`src/ppu_pkg.sv`:
```
package ppu_pkg;

  // ========================================
  // Line and frame timing
  // ========================================

  // Dots in one scanline
  localparam logic [8:0] dots_per_line = 9'd456;
  // Lines per frame, VBlank lines included
  localparam logic [7:0] lines_per_frame = 8'd154;
  // Visible lines
  localparam logic [7:0] screen_height = 8'd144;
  // Visible pixels per line
  localparam logic [7:0] screen_width = 8'd160;
  // Fixed wait standing in for the OAM scan
  localparam logic [8:0] mode2_len = 9'd80;

  // ========================================
  // CPU address map
  // ========================================

  // 8 KB video RAM window
  localparam logic [15:0] vram_start = 16'h8000;
  localparam logic [15:0] vram_end = 16'h9FFF;

  // LCD registers, FF46 (DMA) not present
  localparam logic [15:0] reg_lcdc = 16'hFF40;
  localparam logic [15:0] reg_stat = 16'hFF41;
  localparam logic [15:0] reg_scy = 16'hFF42;
  localparam logic [15:0] reg_scx = 16'hFF43;
  localparam logic [15:0] reg_ly = 16'hFF44;
  localparam logic [15:0] reg_lyc = 16'hFF45;
  localparam logic [15:0] reg_bgp = 16'hFF47;

  // Background pixel FIFO
  localparam int fifo_depth = 16;
  localparam int fifo_ptr_w = $clog2(fifo_depth);

  // Fetcher steps
  localparam logic [1:0] fetch_map = 2'd0;
  localparam logic [1:0] fetch_lo = 2'd1;
  localparam logic [1:0] fetch_hi = 2'd2;
  localparam logic [1:0] fetch_push = 2'd3;

  // Same encoding as STAT bits 1:0
  typedef enum logic [1:0] {
    mode_hblank = 2'd0,
    mode_vblank = 2'd1,
    mode_oam    = 2'd2,
    mode_xfer   = 2'd3
  } ppu_mode_t;

  // LCDC seen as bus byte or as control flags
  typedef union packed {
    logic [7:0] raw;
    struct packed {
      logic lcd_en;
      logic win_map;
      logic win_en;
      logic tile_data_sel;
      logic bg_map_sel;
      logic obj_size;
      logic obj_en;
      logic bg_en;
    } flags;
  } lcdc_t;

endpackage

```
`src/bg_fetcher.sv`:
```
module bg_fetcher (
  input  logic               clk,
  input  logic               reset,
  input  logic               flush,
  input  ppu_pkg::ppu_mode_t mode,
  input  ppu_pkg::lcdc_t     lcdc,
  input  logic [7:0]         scx,
  input  logic [7:0]         scy,
  input  logic [7:0]         ly,
  input  logic [4:0]         count,
  input  logic [7:0]         vram_data,
  output logic [12:0]        vram_addr,
  output logic               push,
  output logic [15:0]        push_pixels
);
  import ppu_pkg::*;

  logic [1:0]  state;
  logic [4:0]  tile_cnt;
  logic [7:0]  tile_idx;
  logic [7:0]  data_lo;
  logic [7:0]  data_hi;
  logic        active;
  logic [7:0]  bg_line;
  logic [4:0]  map_col;
  logic [12:0] map_addr;
  logic [11:0] row_addr;

  assign active  = (mode == mode_xfer) && !flush;
  // Background line after vertical scroll, wraps at 256
  assign bg_line = ly + scy;
  // Tile column wraps at 32
  assign map_col = scx[7:3] + tile_cnt;
  // Map at 9800 or 9C00
  assign map_addr = {2'b11, lcdc.flags.bg_map_sel, bg_line[7:3], map_col};
  // 8000 unsigned, or 9000 based with signed index
  assign row_addr = {~lcdc.flags.tile_data_sel & ~tile_idx[7], tile_idx, bg_line[2:0]};

  // Room for a whole tile row
  assign push = active && (state == fetch_push) && (count <= 5'd8);

  always_comb begin
    case (state)
      fetch_lo: vram_addr = {row_addr, 1'b0};
      fetch_hi: vram_addr = {row_addr, 1'b1};
      default:  vram_addr = map_addr;
    endcase
  end

  // Step sequencer
  always_ff @(posedge clk or posedge reset) begin
    if (reset) begin
      state    <= fetch_map;
      tile_cnt <= 5'd0;
    end else if (flush) begin
      state    <= fetch_map;
      tile_cnt <= 5'd0;
    end else if (active) begin
      case (state)
        fetch_map: state <= fetch_lo;
        fetch_lo:  state <= fetch_hi;
        fetch_hi:  state <= fetch_push;
        default: begin
          // Wait here while the FIFO is too full
          if (push) begin
            state    <= fetch_map;
            tile_cnt <= tile_cnt + 5'd1;
          end
        end
      endcase
    end
  end

  // Fetched bytes
  always_ff @(posedge clk) begin
    if (active) begin
      case (state)
        fetch_map: tile_idx <= vram_data;
        fetch_lo:  data_lo <= vram_data;
        fetch_hi:  data_hi <= vram_data;
        default:   ;
      endcase
    end
  end

  // Leftmost pixel from bit 7, first out in bits 1:0
  always_comb begin
    for (int i = 0; i < 8; i++) begin
      push_pixels[2*i +: 2] = lcdc.flags.bg_en ? {data_hi[7-i], data_lo[7-i]} : 2'b00;
    end
  end

endmodule

```
`config.mk`:
```
export PLATFORM = sky130hd
export DESIGN_NAME = bg_fetcher
export DESIGN_NICKNAME = d
export VERILOG_FILES = /design/src/ppu_pkg.sv /design/src/bg_fetcher.sv
export SDC_FILE = /design/constraint.sdc
export NUM_CORES = 1
export LEC_CHECK = 0
export BUFFER_PORTS_ARGS = -buffer_cell sky130_fd_sc_hd__buf_2
export CAP_MARGIN = 20
export CORE_MARGIN = 2
export CORE_UTILIZATION = 42
export CTS_BUF_LIST = sky130_fd_sc_hd__clkbuf_4
export CTS_CLUSTER_SIZE = 14
export DETAILED_ROUTE_END_ITERATION = 7
export PLACE_DENSITY = 0.83
export SLEW_MARGIN = 5
export SYNTH_ARGS = -nofsm -noshare
export SYNTH_HDL_FRONTEND = slang
export SYNTH_SLANG_ARGS = --single-unit
```
`constraint.sdc`:
```
create_clock -name clk -period 1.7 [get_ports clk]
set_input_delay 0.17 -clock clk [delete_from_list [all_inputs] [get_ports clk]]
set_output_delay 0.17 -clock clk [all_outputs]
set_load 0.01 [all_outputs]
```
# After elaboration in Yosys (flattened, before gate mapping)
# Cells that the tools add are included.
# totals
word_cells	48
regBits	31
# classes
mux	17
eq_ne	5
n_bitwise	3
add_sub_neg	3
n_reduce_logical	14
order_cmp	1
# op_table
op	n
$pmux 13 s2	1
$mux 2	11
$mux 5	4
$add 8x8->8	1
$reduce_and 2->1	4
$eq 2x2->1 const B	3
$pmux 2 s3	1
$add 5x1->5 const B	1
$add 5x5->5	1
$le 5x4->1 const B	1
$reduce_bool 5->1	1
$reduce_bool 2->1	2
$logic_and 1x1->1	3
$reduce_and 3->1	1
$reduce_or 3->1	1
$eq 2x1->1 const B	1
$logic_not 2->1	1
$ne 2x1->1 const B	1
$not 1->1	2
$and 1x1->1	1
$logic_not 1->1	1

# Depth between registers and ports, before layout
# Gate-level depths: netlist of the first run.
# depth
depth_word	8
ltp_mapped	7
depth_no_buf	6

# Least setup slack after synthesis of the first run
# Ideal clock, no wire load.
# synth_path
path_kind	in2out
startpoint	input port scy[0]
endpoint	output port vram_addr[8]
setup_slack_ps	-178
t_required_ps	1530
stages	6
arrival_ps	1708
path_cell_list	ha_1 > fa_1 > a21o_1 > a211o_1 > a2111oi_0 > nand3b_1
# synth_between
elab_chain_cells	2
# synth_lines
item	line	rtl
from (decl)	bg_fetcher.sv:8	input logic [7:0] scy,
$add 8x8->8	bg_fetcher.sv:31	assign bg_line = ly + scy;
$pmux 13 s2	bg_fetcher.sv:43	case (state)
to (decl)	bg_fetcher.sv:12	output logic [12:0] vram_addr,
# No other way between the ends.

# Final worst setup path of the first run
# layout_path
startpoint	register tile_cnt[0]
endpoint	output port vram_addr[4]
# layout_between
elab_chain_cells	2
# layout_lines
item	line	rtl
from (decl)	bg_fetcher.sv:19	logic [4:0] tile_cnt;
from (signal assigned)	bg_fetcher.sv:67	tile_cnt <= tile_cnt + 5'd1;
$add 5x5->5	bg_fetcher.sv:33	assign map_col = scx[7:3] + tile_cnt;
$pmux 13 s2	bg_fetcher.sv:43	
# No other way between the ends.

==> run metrics, run 1 <==
outcome=complete, but fails checks; violated checks=negative setup slack; crit end category=output port; final setup fails=13; largest net degree at the start of global routing=17; CTS tree=built; Worst-Margin Slew=0.4351 ns; initial cell density of the core=0.4315; Rel. slew slack=0.7099; fin. max-slew vios=0; Hold Vio Cnt, Final=0; CP max stage delay=0.39 ns; Max Buffers Root-to-Sink=2; Top FF cell, synth=edfxtp_1; gp weighted congestion=0.8534; detailed placement HPWL=3171 um; Root Buffer=clkbuf_4; Setup crit start kind=register; Area Overhead vs Synth=50.44%; Switch Pwr=505.5 uW; EDFF count, synth=24; vias in the first global route=1,626; Congestion Overflow GR=0; Gate Count Post-Synth=172; residual DRC count=0; Seq/Total Area, Yosys=0.4835; Post-Route Skew=0.008098 ns; HP Class=input pin to register; Total GRT Usage=0.1820; io pins=80; via density per instance=5.251; # diodes=0; fin crit share=1.210; Syn Area/Cell=10.77 um^2; core box area=4294 um^2; Die ar.=4959 um^2; WL per Instance=13.87 um; Clock Sinks=31; GR met1 Demand/Resource=0.2102; R2R Setup Slk=-0.02 ns; IO buf count=71; crit-path cells=ha_2, fa_2, a21o_1, a21oi_2, xnor2_1, o21ai_1, buf_2; syn nets=241; Worst Path Buf+Inv=1; Flop pwr share=0.441; antenna viol nets, final=0; clk slew on worst S/H paths=0.10 ns; H-tree levels=2; initial antenna violation count=0; first-pass GRT wire length=7134 um; WP data required=1.53 ns; Most Crowded Layer GR=met2; internal power=1388 uW; RSZ-0062 raised after global routing=true; fill count=347; Final Power=1893 uW; met2 Use GR=0.3344; First-pass DRT Iterations=5; Crit Path Category=register to output port; worst skew pair latency=0.32 ns; Die H=70.42 um; min cycle time layout=2.057 ns; nets@finish=339; die width=70.42 um; Core Rows=24; number of buffers created by CTS=5; final setup margin=-0.3568 ns; fmax=486.2 MHz; Unique masters post-synth=33; Worst IR Drop VDD=0.0005138 V; layout cells sized above 1=0.4871; via count=1,696; DRT Wirelength=4480 um; Leak Pwr=0.001238 uW; Switching Share=0.2670; Yosys reg bits=31; Power Density=679.2 nW/um^2; Top delay family on crit path=adder cells; global routing usage on met3=0.04040; clock network fraction of total power=0.290; signal arrival time at the worst endpoint=1.89 ns; yosys synthesis warning count=0; Comb pwr share=0.269; CP Max Fanout=2; MaxCap Viol Count=0; synthesized area=1853 um^2; FFs w/ async S/R, synth=0.2258; Post-Route Utilization=0.6492; initial DRC count=49; crit path max-delay cell type=dfrtp_1
-- Yosys cell counts (all sizes together), types with 2 or more instances --
master | count | area, um^2
edfxtp | 24 | 720.7
a21oi | 9 | 45.04
dfrtp | 7 | 175.2
nor2 | 12 | 45.04
ha | 17 | 212.7
xor2 | 4 | 35.03
fa | 2 | 40.04
o21ai | 12 | 60.06
clkbuf | 5 | 18.77
nand3 | 6 | 30.03
nand2 | 13 | 48.80
a21o | 3 | 22.52
o21a | 2 | 15.01
nor4 | 4 | 25.02
xnor2 | 8 | 70.07
and2 | 19 | 118.9
nand2b | 3 | 18.77
inv | 7 | 26.28
-- per-stage QoR --
stage / instances / worst slack [ns] / cell area, um^2 / TNS (ns) / hold slack (ns)
4_1_cts: 324 / -0.3671 / 2708 / -2.715 / 0.03768
3_5_place_dp: 310 / -0.3945 / 2429 / -0.6103 / 0.1181
3_3_place_gp: 310 / -0.3676 / 2429 / -0.5783 / 0.1135
2_1_floorplan: 172 / -0.1027 / 1882 / -0.1027 / -0.02660
6_report: 323 / -0.3568 / 2788 / -2.618 / 0.04612
5_1_grt: 323 / -0.4627 / 2788 / -3.819 / 0.02490
-- placed cells by master (no fill, tap or decap), types with 2 or more instances in the layout --
cell type,instances
inv_1,5
ha_4,5
o21a_1,2
nor2_1,10
nand2b_4,2
xor2_1,4
nor4_1,2
dfrtp_1,7
buf_2,68
buf_4,16
o21ai_0,4
nand2_1,10
nor4_4,2
xnor2_1,8
nand2_2,3
a21o_1,3
a21oi_1,7
clkbuf_4,5
fa_2,2
nand3_1,5
buf_6,11
a21oi_2,2
o21ai_1,6
ha_2,2
o21ai_2,2
and2_1,19
edfxtp_1,24
inv_2,2
ha_1,10
-- state kept, by name, summed over array words and instances (netlist names) --
signal / count
tile_idx: 8
data_hi: 8
data_lo: 8
tile_cnt: 5
state: 2
-- power by group through the flow --
stage	logic, uW	clock network (uW)	registers [uW]
2_1_floorplan	210	0	851
3_3_place_gp	391	0	851
3_5_place_dp	401	0	851
4_1_cts	471	561	835
5_1_grt	555	603	836
6_report	510	548	835
-- timing repair --
item,CTS,global route
gates cloned,1,0
resized for setup,41,18
setup endpoints to repair,15,27
hold endpoints to repair,7,0
buffers inserted,6,2
pin swaps,15,14
hold buffers,1,0
-- final timing paths --
path	startpoint	end	cells past startpoint
worst max-delay path	tile_cnt[0]	vram_addr[4]	7
worst min-delay path	vram_data[4]	tile_idx[4]	1
worst max register to register	state[0]	state[0]	7
worst min register to register	tile_cnt[4]	tile_cnt[4]	2
max in group asynchronous	reset	state[0]	3
min in group asynchronous	reset	tile_cnt[2]	3
-- layout make-up --
| type | count | area, um^2 | share of cell area |
|---|---|---|---|
| clock buffer | 5 | 37.54 | 0.01347 |
| clock inverter | 3 | 38.79 | 0.01391 |
| inverter | 7 | 26.28 | 0.009426 |
| multi-input combinational | 129 | 1130 | 0.4053 |
| sequential | 31 | 895.9 | 0.3214 |
| tap | 52 | 65.06 | 0.02334 |
| timing repair buffer | 96 | 594.3 | 0.2132 |
-- kinds of logic (layout without fill, tap and decap cells) --
logic type | after synthesis | in the layout | synth area share
adders and majority gates | 19 | 19 | 0.1364
xor gates and xnor gates | 12 | 12 | 0.05672
AOI/OAI and AO/OA | 34 | 34 | 0.1134
buffers and inverters | 12 | 111 | 0.02431
muxes | 2 | 2 | 0.01148
DFF | 31 | 31 | 0.4835
and+or+nand+nor | 62 | 62 | 0.1742
-- routing by layer --
layer	up-vias	wire, um
met4	0	59
met1	806	1713
li1	816	-
met2	64	2438
met5	-	0
met3	10	269
Note: power is estimated with default switching activity, not from simulation.
==> run 2: changes to the inputs <==
--- a/config.mk
+++ b/config.mk
@@ -12,7 +12,8 @@
 export CTS_BUF_LIST = sky130_fd_sc_hd__clkbuf_4
 export CTS_CLUSTER_SIZE = 14
 export DETAILED_ROUTE_END_ITERATION = 7
-export PLACE_DENSITY = 0.83
+export PLACE_DENSITY = 0.8
+export SETUP_SLACK_MARGIN = 0.15
 export SLEW_MARGIN = 5
 export SYNTH_ARGS = -nofsm -noshare
 export SYNTH_HDL_FRONTEND = slang
==> constraint.sdc (replaced) <==
create_clock -name clk -period 2.2 [get_ports clk]
set_input_delay 0.22 -clock clk [delete_from_list [all_inputs] [get_ports clk]]
set_output_delay 0.22 -clock clk [all_outputs]
set_load 0.01 [all_outputs]
==> run metrics, run 2 (same netlist as run 1, synthesis figures left out) <==
Post-Route Skew=0.008714 ns (+0.0006154 ns); Die H=70.42 um (unchanged); Congestion Overflow GR=0 (unchanged); fin crit share=0.9820; initial DRC count=48 (-2.0%); gp weighted congestion=0.8057 (-5.6%); largest net degree at the start of global routing=19 (+2); detailed placement HPWL=2951 um (-7.0%); MaxCap Viol Count=0 (unchanged); Total GRT Usage=0.1643 (-0.01771); WP data required=1.98 ns (+0.45 ns); WP depth=7 (unchanged); H-tree levels=2 (unchanged); Die ar.=4959 um^2 (unchanged); R2R Setup Slk=0.38 ns (+0.40 ns); vias in the first global route=1,537 (-5.5%); Setup crit start kind=register; Post-Route Utilization=0.5985 (-0.05070); clk slew on worst S/H paths=0.09 ns (about the same); register area=897.1 um^2 (+0.14%); crit-path cells=ha_2, fa_2, a21o_1, a21oi_2, xnor2_1, o21ai_1, buf_2; WL per Instance=12.83 um (-7.5%); FF-to-FF End=state[0]; Rel. slew slack=0.7447 (+0.03478); DP Worst Slack=-0.05720 ns (+0.3373 ns); reg2reg start=state[1]; min cycle time layout=2.160 ns; First-pass DRT Iterations=6 (+1); CP max stage delay=0.39 ns (about the same); worst setup path end=vram_addr[4]; fill count=356 (+2.6%); Leak Pwr=0.001142 uW (-7.8%); signal arrival time at the worst endpoint=1.94 ns (+0.05 ns); fin. max-slew vios=0 (unchanged); core box area=4294 um^2 (unchanged); Core Rows=24 (unchanged); initial cell density of the core=0.4315 (unchanged); initial antenna violation count=0 (unchanged); R2R depth=7 (unchanged); CTS tree=built; layout cells sized above 1=0.4380 (-0.04910); outcome=complete, no violations; number of buffers created by CTS=5 (unchanged); # diodes=0 (unchanged); crit path max-delay cell type=dfrtp_1; DRT Wirelength=3977 um (-11%); worst skew pair latency=0.33 ns (about the same); residual DRC count=0 (unchanged); final setup margin=0.03957 ns (+0.3963 ns); antenna viol nets, final=0 (unchanged); nets@finish=326 (-3.8%); CP startpoint=tile_cnt[0]; largest registers=data_hi (8), data_lo (8), tile_idx (8); most frequent cells in the layout=buf_2, edfxtp_1, and2_1; RSZ-0062 raised after global routing=true; area of the multi-input gates=1025 um^2 (-9.3%); via density per instance=5.123 (-2.4%); Area Overhead vs Synth=38.69%; most common cell after layout, fill and taps aside=buf_2; Max Buffers Root-to-Sink=2 (unchanged); crit end category=output port; first-pass GRT wire length=6458 um (-9.5%); Worst Path Buf+Inv=1 (unchanged); die width=70.42 um (unchanged); CP Max Fanout=2 (unchanged); final setup fails=0 (-13); fmax=462.9 MHz; io pins=80 (unchanged); Worst IR Drop VDD=0.0004247 V (-17%); via count=1,588 (-6.4%); Hold Vio Cnt, Final=0 (unchanged); Worst-Margin Slew=0.3829 ns (-0.05217 ns); Root Buffer=clkbuf_4; Top delay family on crit path=adder cells; HP Class=input pin to register; IO buf count=71 (unchanged); Clock Sinks=31 (unchanged); Crit Path Category=register to output port; Power Density=542.0 nW/um^2 (-20%)
-- run 2: changes by cell type in the layout (fill, tap and decap cells not counted), sizes merged --
cell | previous run | this run
buf | 95 | 82
-- run 2: timing repair --
action / 4_1_cts / 5_1_grt
cloned: 0 / 0
buffers inserted: 6 / 3
endpoints found under the hold margin: 7 / 0
hold buffers: 1 / 0
gates resized for setup: 16 / 26
pin swaps: 3 / 5
endpoints found under the setup margin: 11 / 11
-- run 2: worst register-to-register path, stage by stage (launching register included) --
cell and delay, ns:
dfrtp_1 0.41, inv_2 0.08, ha_4 0.29, buf_12 0.15, nor2_1 0.06, o21a_1 0.12, or4_1 0.50, a21oi_1 0.15
-- run 2: how the worst min path moves through the flow --
stage                       from         end  cells past startpoint  slack (ns)
detailed placement         reset    state[1]                      2        0.16
global placement           reset    state[1]                      2        0.16
global route        vram_data[0]  data_hi[0]                      1        0.08
floorplan                  reset    state[0]                      1        0.02
CTS                 vram_data[5]  data_lo[5]                      1        0.09
finish              vram_data[4]  data_lo[4]                      1         0.1
-- run 2: through the flow --
step | power (uW) | TNS, ns | hold slack [ns] | cell area, um^2 | instances
floorplan | 816.1 | 0 | 0.02340 | 1853 | 172
global placement | 926.5 | -0.03300 | 0.1596 | 2270 | 292
detailed placement | 932.9 | -0.05720 | 0.1638 | 2270 | 292
CTS | 1366 | 0 | 0.08902 | 2441 | 307
global route | 1461 | -0.05928 | 0.07788 | 2570 | 310
finish | 1393 | 0 | 0.09810 | 2570 | 310
-- run 2: layout make-up --
| class | count | area share |
|---|---|---|
| multi-input combinational | 129 | 0.3987 |
| clock buffer | 5 | 0.01461 |
| timing repair buffer | 83 | 0.1870 |
| tap | 52 | 0.02532 |
| sequential | 31 | 0.3491 |
| clock inverter | 3 | 0.01509 |
| inverter | 7 | 0.01022 |
-- run 2: layer usage --
layer | track usage | vias up | routed length [um]
met2 | 0.2914 | 55 | 2052
met1 | 0.1851 | 739 | 1617
li1 | - | 788 | -
met4 | 0.06410 | 0 | 43
met5 | 0 | - | 0
met3 | 0.04618 | 6 | 264
-- run 2: where the power goes --
| part | total (uW) | switching [uW] | internal, uW |
|---|---|---|---|
| sequential | 645 | 3.86 | 641 |
| clock | 415 | 181 | 233 |
| combinational | 333 | 173 | 161 |
| total | 1390 | 358 | 1040 |
==> run 3: changes to the inputs <==
--- a/config.mk
+++ b/config.mk
@@ -12,7 +12,9 @@
 export CTS_BUF_LIST = sky130_fd_sc_hd__clkbuf_4
 export CTS_CLUSTER_SIZE = 14
 export DETAILED_ROUTE_END_ITERATION = 7
+export GPL_TIMING_DRIVEN = 0
 export PLACE_DENSITY = 0.8
+export RECOVER_POWER = 100
 export SETUP_SLACK_MARGIN = 0.15
 export SLEW_MARGIN = 5
 export SYNTH_ARGS = -nofsm -noshare
==> constraint.sdc (replaced) <==
create_clock -name clk -period 2.4 [get_ports clk]
set_input_delay 0.24 -clock clk [delete_from_list [all_inputs] [get_ports clk]]
set_output_delay 0.24 -clock clk [all_outputs]
set_load 0.01 [all_outputs]
==> run metrics, run 3 (same netlist as run 1, synthesis figures left out) <==
outcome=complete, no violations; Rel. slew slack=0.6281 (-0.1166); io pins=80 (unchanged); Root Buffer=clkbuf_4; area of the multi-input gates=942.2 um^2 (-8.1%); Die ar.=4959 um^2 (unchanged); Clock Sinks=31 (unchanged); WP data required=2.16 ns (+0.18 ns); most common cell after layout, fill and taps aside=buf_2; die width=70.42 um (unchanged); vias in the first global route=1,515 (-1.4%); Crit Path Category=input pin to output port; largest net degree at the start of global routing=11 (-8); Die H=70.42 um (unchanged); Congestion Overflow GR=0 (unchanged); DRT Wirelength=4069 um (+2.3%); Post-Route Skew=0.003571 ns (-0.005143 ns); first-pass GRT wire length=6423 um (-0.54%); Area Overhead vs Synth=30.79%; Max Buffers Root-to-Sink=2 (unchanged); register area=897.1 um^2 (unchanged); clk slew on worst S/H paths=0.10 ns (about the same); Leak Pwr=0.001012 uW (-11%); Core Rows=24 (unchanged); RSZ-0062 raised after global routing=true; initial DRC count=56 (+17%); initial cell density of the core=0.4315 (unchanged); DP Worst Slack=0.07544 ns (+0.1326 ns); Hold Vio Cnt, Final=0 (unchanged); fin. max-slew vios=0 (unchanged); Total GRT Usage=0.1628 (-0.001524); residual DRC count=0 (unchanged); largest registers=data_hi (8), data_lo (8), tile_idx (8); fmax=444.1 MHz; gp weighted congestion=0.8337 (+3.5%); # diodes=0 (unchanged); Power Density=517.4 nW/um^2 (-4.5%); Final Power=1254 uW (-10%); worst skew pair latency=0.32 ns (about the same); MaxCap Viol Count=0 (unchanged); antenna viol nets, final=0 (unchanged); via density per instance=5.074 (-0.95%); crit end category=output port; Setup TNS=0 ns (unchanged); nets@finish=327 (+0.31%); Final Hold Slack=0.1478 ns (+0.04969 ns); core box area=4294 um^2 (unchanged); initial antenna violation count=0 (unchanged); HP Class=input pin to register; CP Max Fanout=2 (unchanged); layout cells sized above 1=0.2394 (-0.1986); Worst IR Drop VDD=0.0002917 V (-31%); detailed placement HPWL=2987 um (+1.2%); fill count=385 (+8.1%); final setup margin=0.1483 ns (+0.1087 ns); final setup fails=0 (unchanged); signal arrival time at the worst endpoint=2.01 ns (+0.07 ns); CTS tree=built; First-pass DRT Iterations=4 (-2); number of buffers created by CTS=5 (unchanged); H-tree levels=2 (unchanged); min cycle time layout=2.252 ns; IO buf count=70 (-1.4%); Worst-Margin Slew=0.5575 ns (+0.1745 ns); WL per Instance=13.08 um (+2.0%); Setup crit start kind=input pin; via count=1,578 (-0.63%); most frequent cells in the layout=buf_2, clkbuf_1, edfxtp_1; fin crit share=0.9382
-- run 3: changes by cell type in the layout (fill, tap and decap cells not counted), sizes merged --
cell and delta:
clkbuf +37, buf -36
-- run 3: per-layer routing --
| layer | wire (um) | share of wire | track usage |
|---|---|---|---|
| met4 | 61 | 0.015 | 0.05342 |
| met1 | 1660 | 0.41 | 0.1972 |
| met2 | 2069 | 0.51 | 0.2862 |
| met3 | 278 | 0.068 | 0.03463 |
| met5 | 0 | 0 | 0 |
-- run 3: path summary, 6_finish.rpt --
check / from / endpoint / slack [ns] / depth (start not counted)
min: vram_data[2] / data_lo[2] / 0.15 / 1
min reg2reg: tile_cnt[4] / tile_cnt[4] / 0.57 / 2
max reg2reg: state[1] / state[0] / 0.49 / 8
max: scy[0] / vram_addr[8] / 0.15 / 8
max in group asynchronous: reset / tile_cnt[1] / 1.80 / 3
min in group asynchronous: reset / state[1] / 0.38 / 3
-- run 3: critical path, cell delays in order --
cell and delay [ns]:
buf_2 0.10, ha_1 0.22, fa_2 0.36, a21o_1 0.18, a211o_1 0.31, a2111oi_4 0.30, nand3b_1 0.15, clkbuf_1 0.16
-- run 3: per-stage QoR --
stage	instances	instance area [um^2]	utilization
3_3_place_gp	294	2268	0.5283
3_5_place_dp	294	2268	0.5283
4_1_cts	309	2426	0.5650
6_report	311	2424	0.5644
5_1_grt	311	2424	0.5644
2_1_floorplan	172	1853	-
-- run 3: layout make-up --
cell class                 instances  area share
timing repair buffer              79      0.1559
buffer                             5     0.01600
clock inverter                     3     0.01600
inverter                           7     0.01084
tap                               52     0.02685
clock buffer                       5     0.01549
multi-input combinational        129      0.3887
sequential                        31      0.3702
-- run 3: what timing repair did --
item / in CTS / in global routing
pin swaps: 0 / 2
endpoints found under the setup margin: 12 / 11
buffers inserted: 6 / 2
resized for setup: 10 / 11
gates cloned: 0 / 0
hold buffers: 1 / 0
endpoints found under the hold margin: 7 / 0
-- run 3: where the power goes --
part | leakage [uW] | switching [uW] | internal [uW]
Sequential | 0.000313 | 3.01 | 588
Clock | 0.0000426 | 173 | 214
Combinational | 0.000657 | 153 | 123
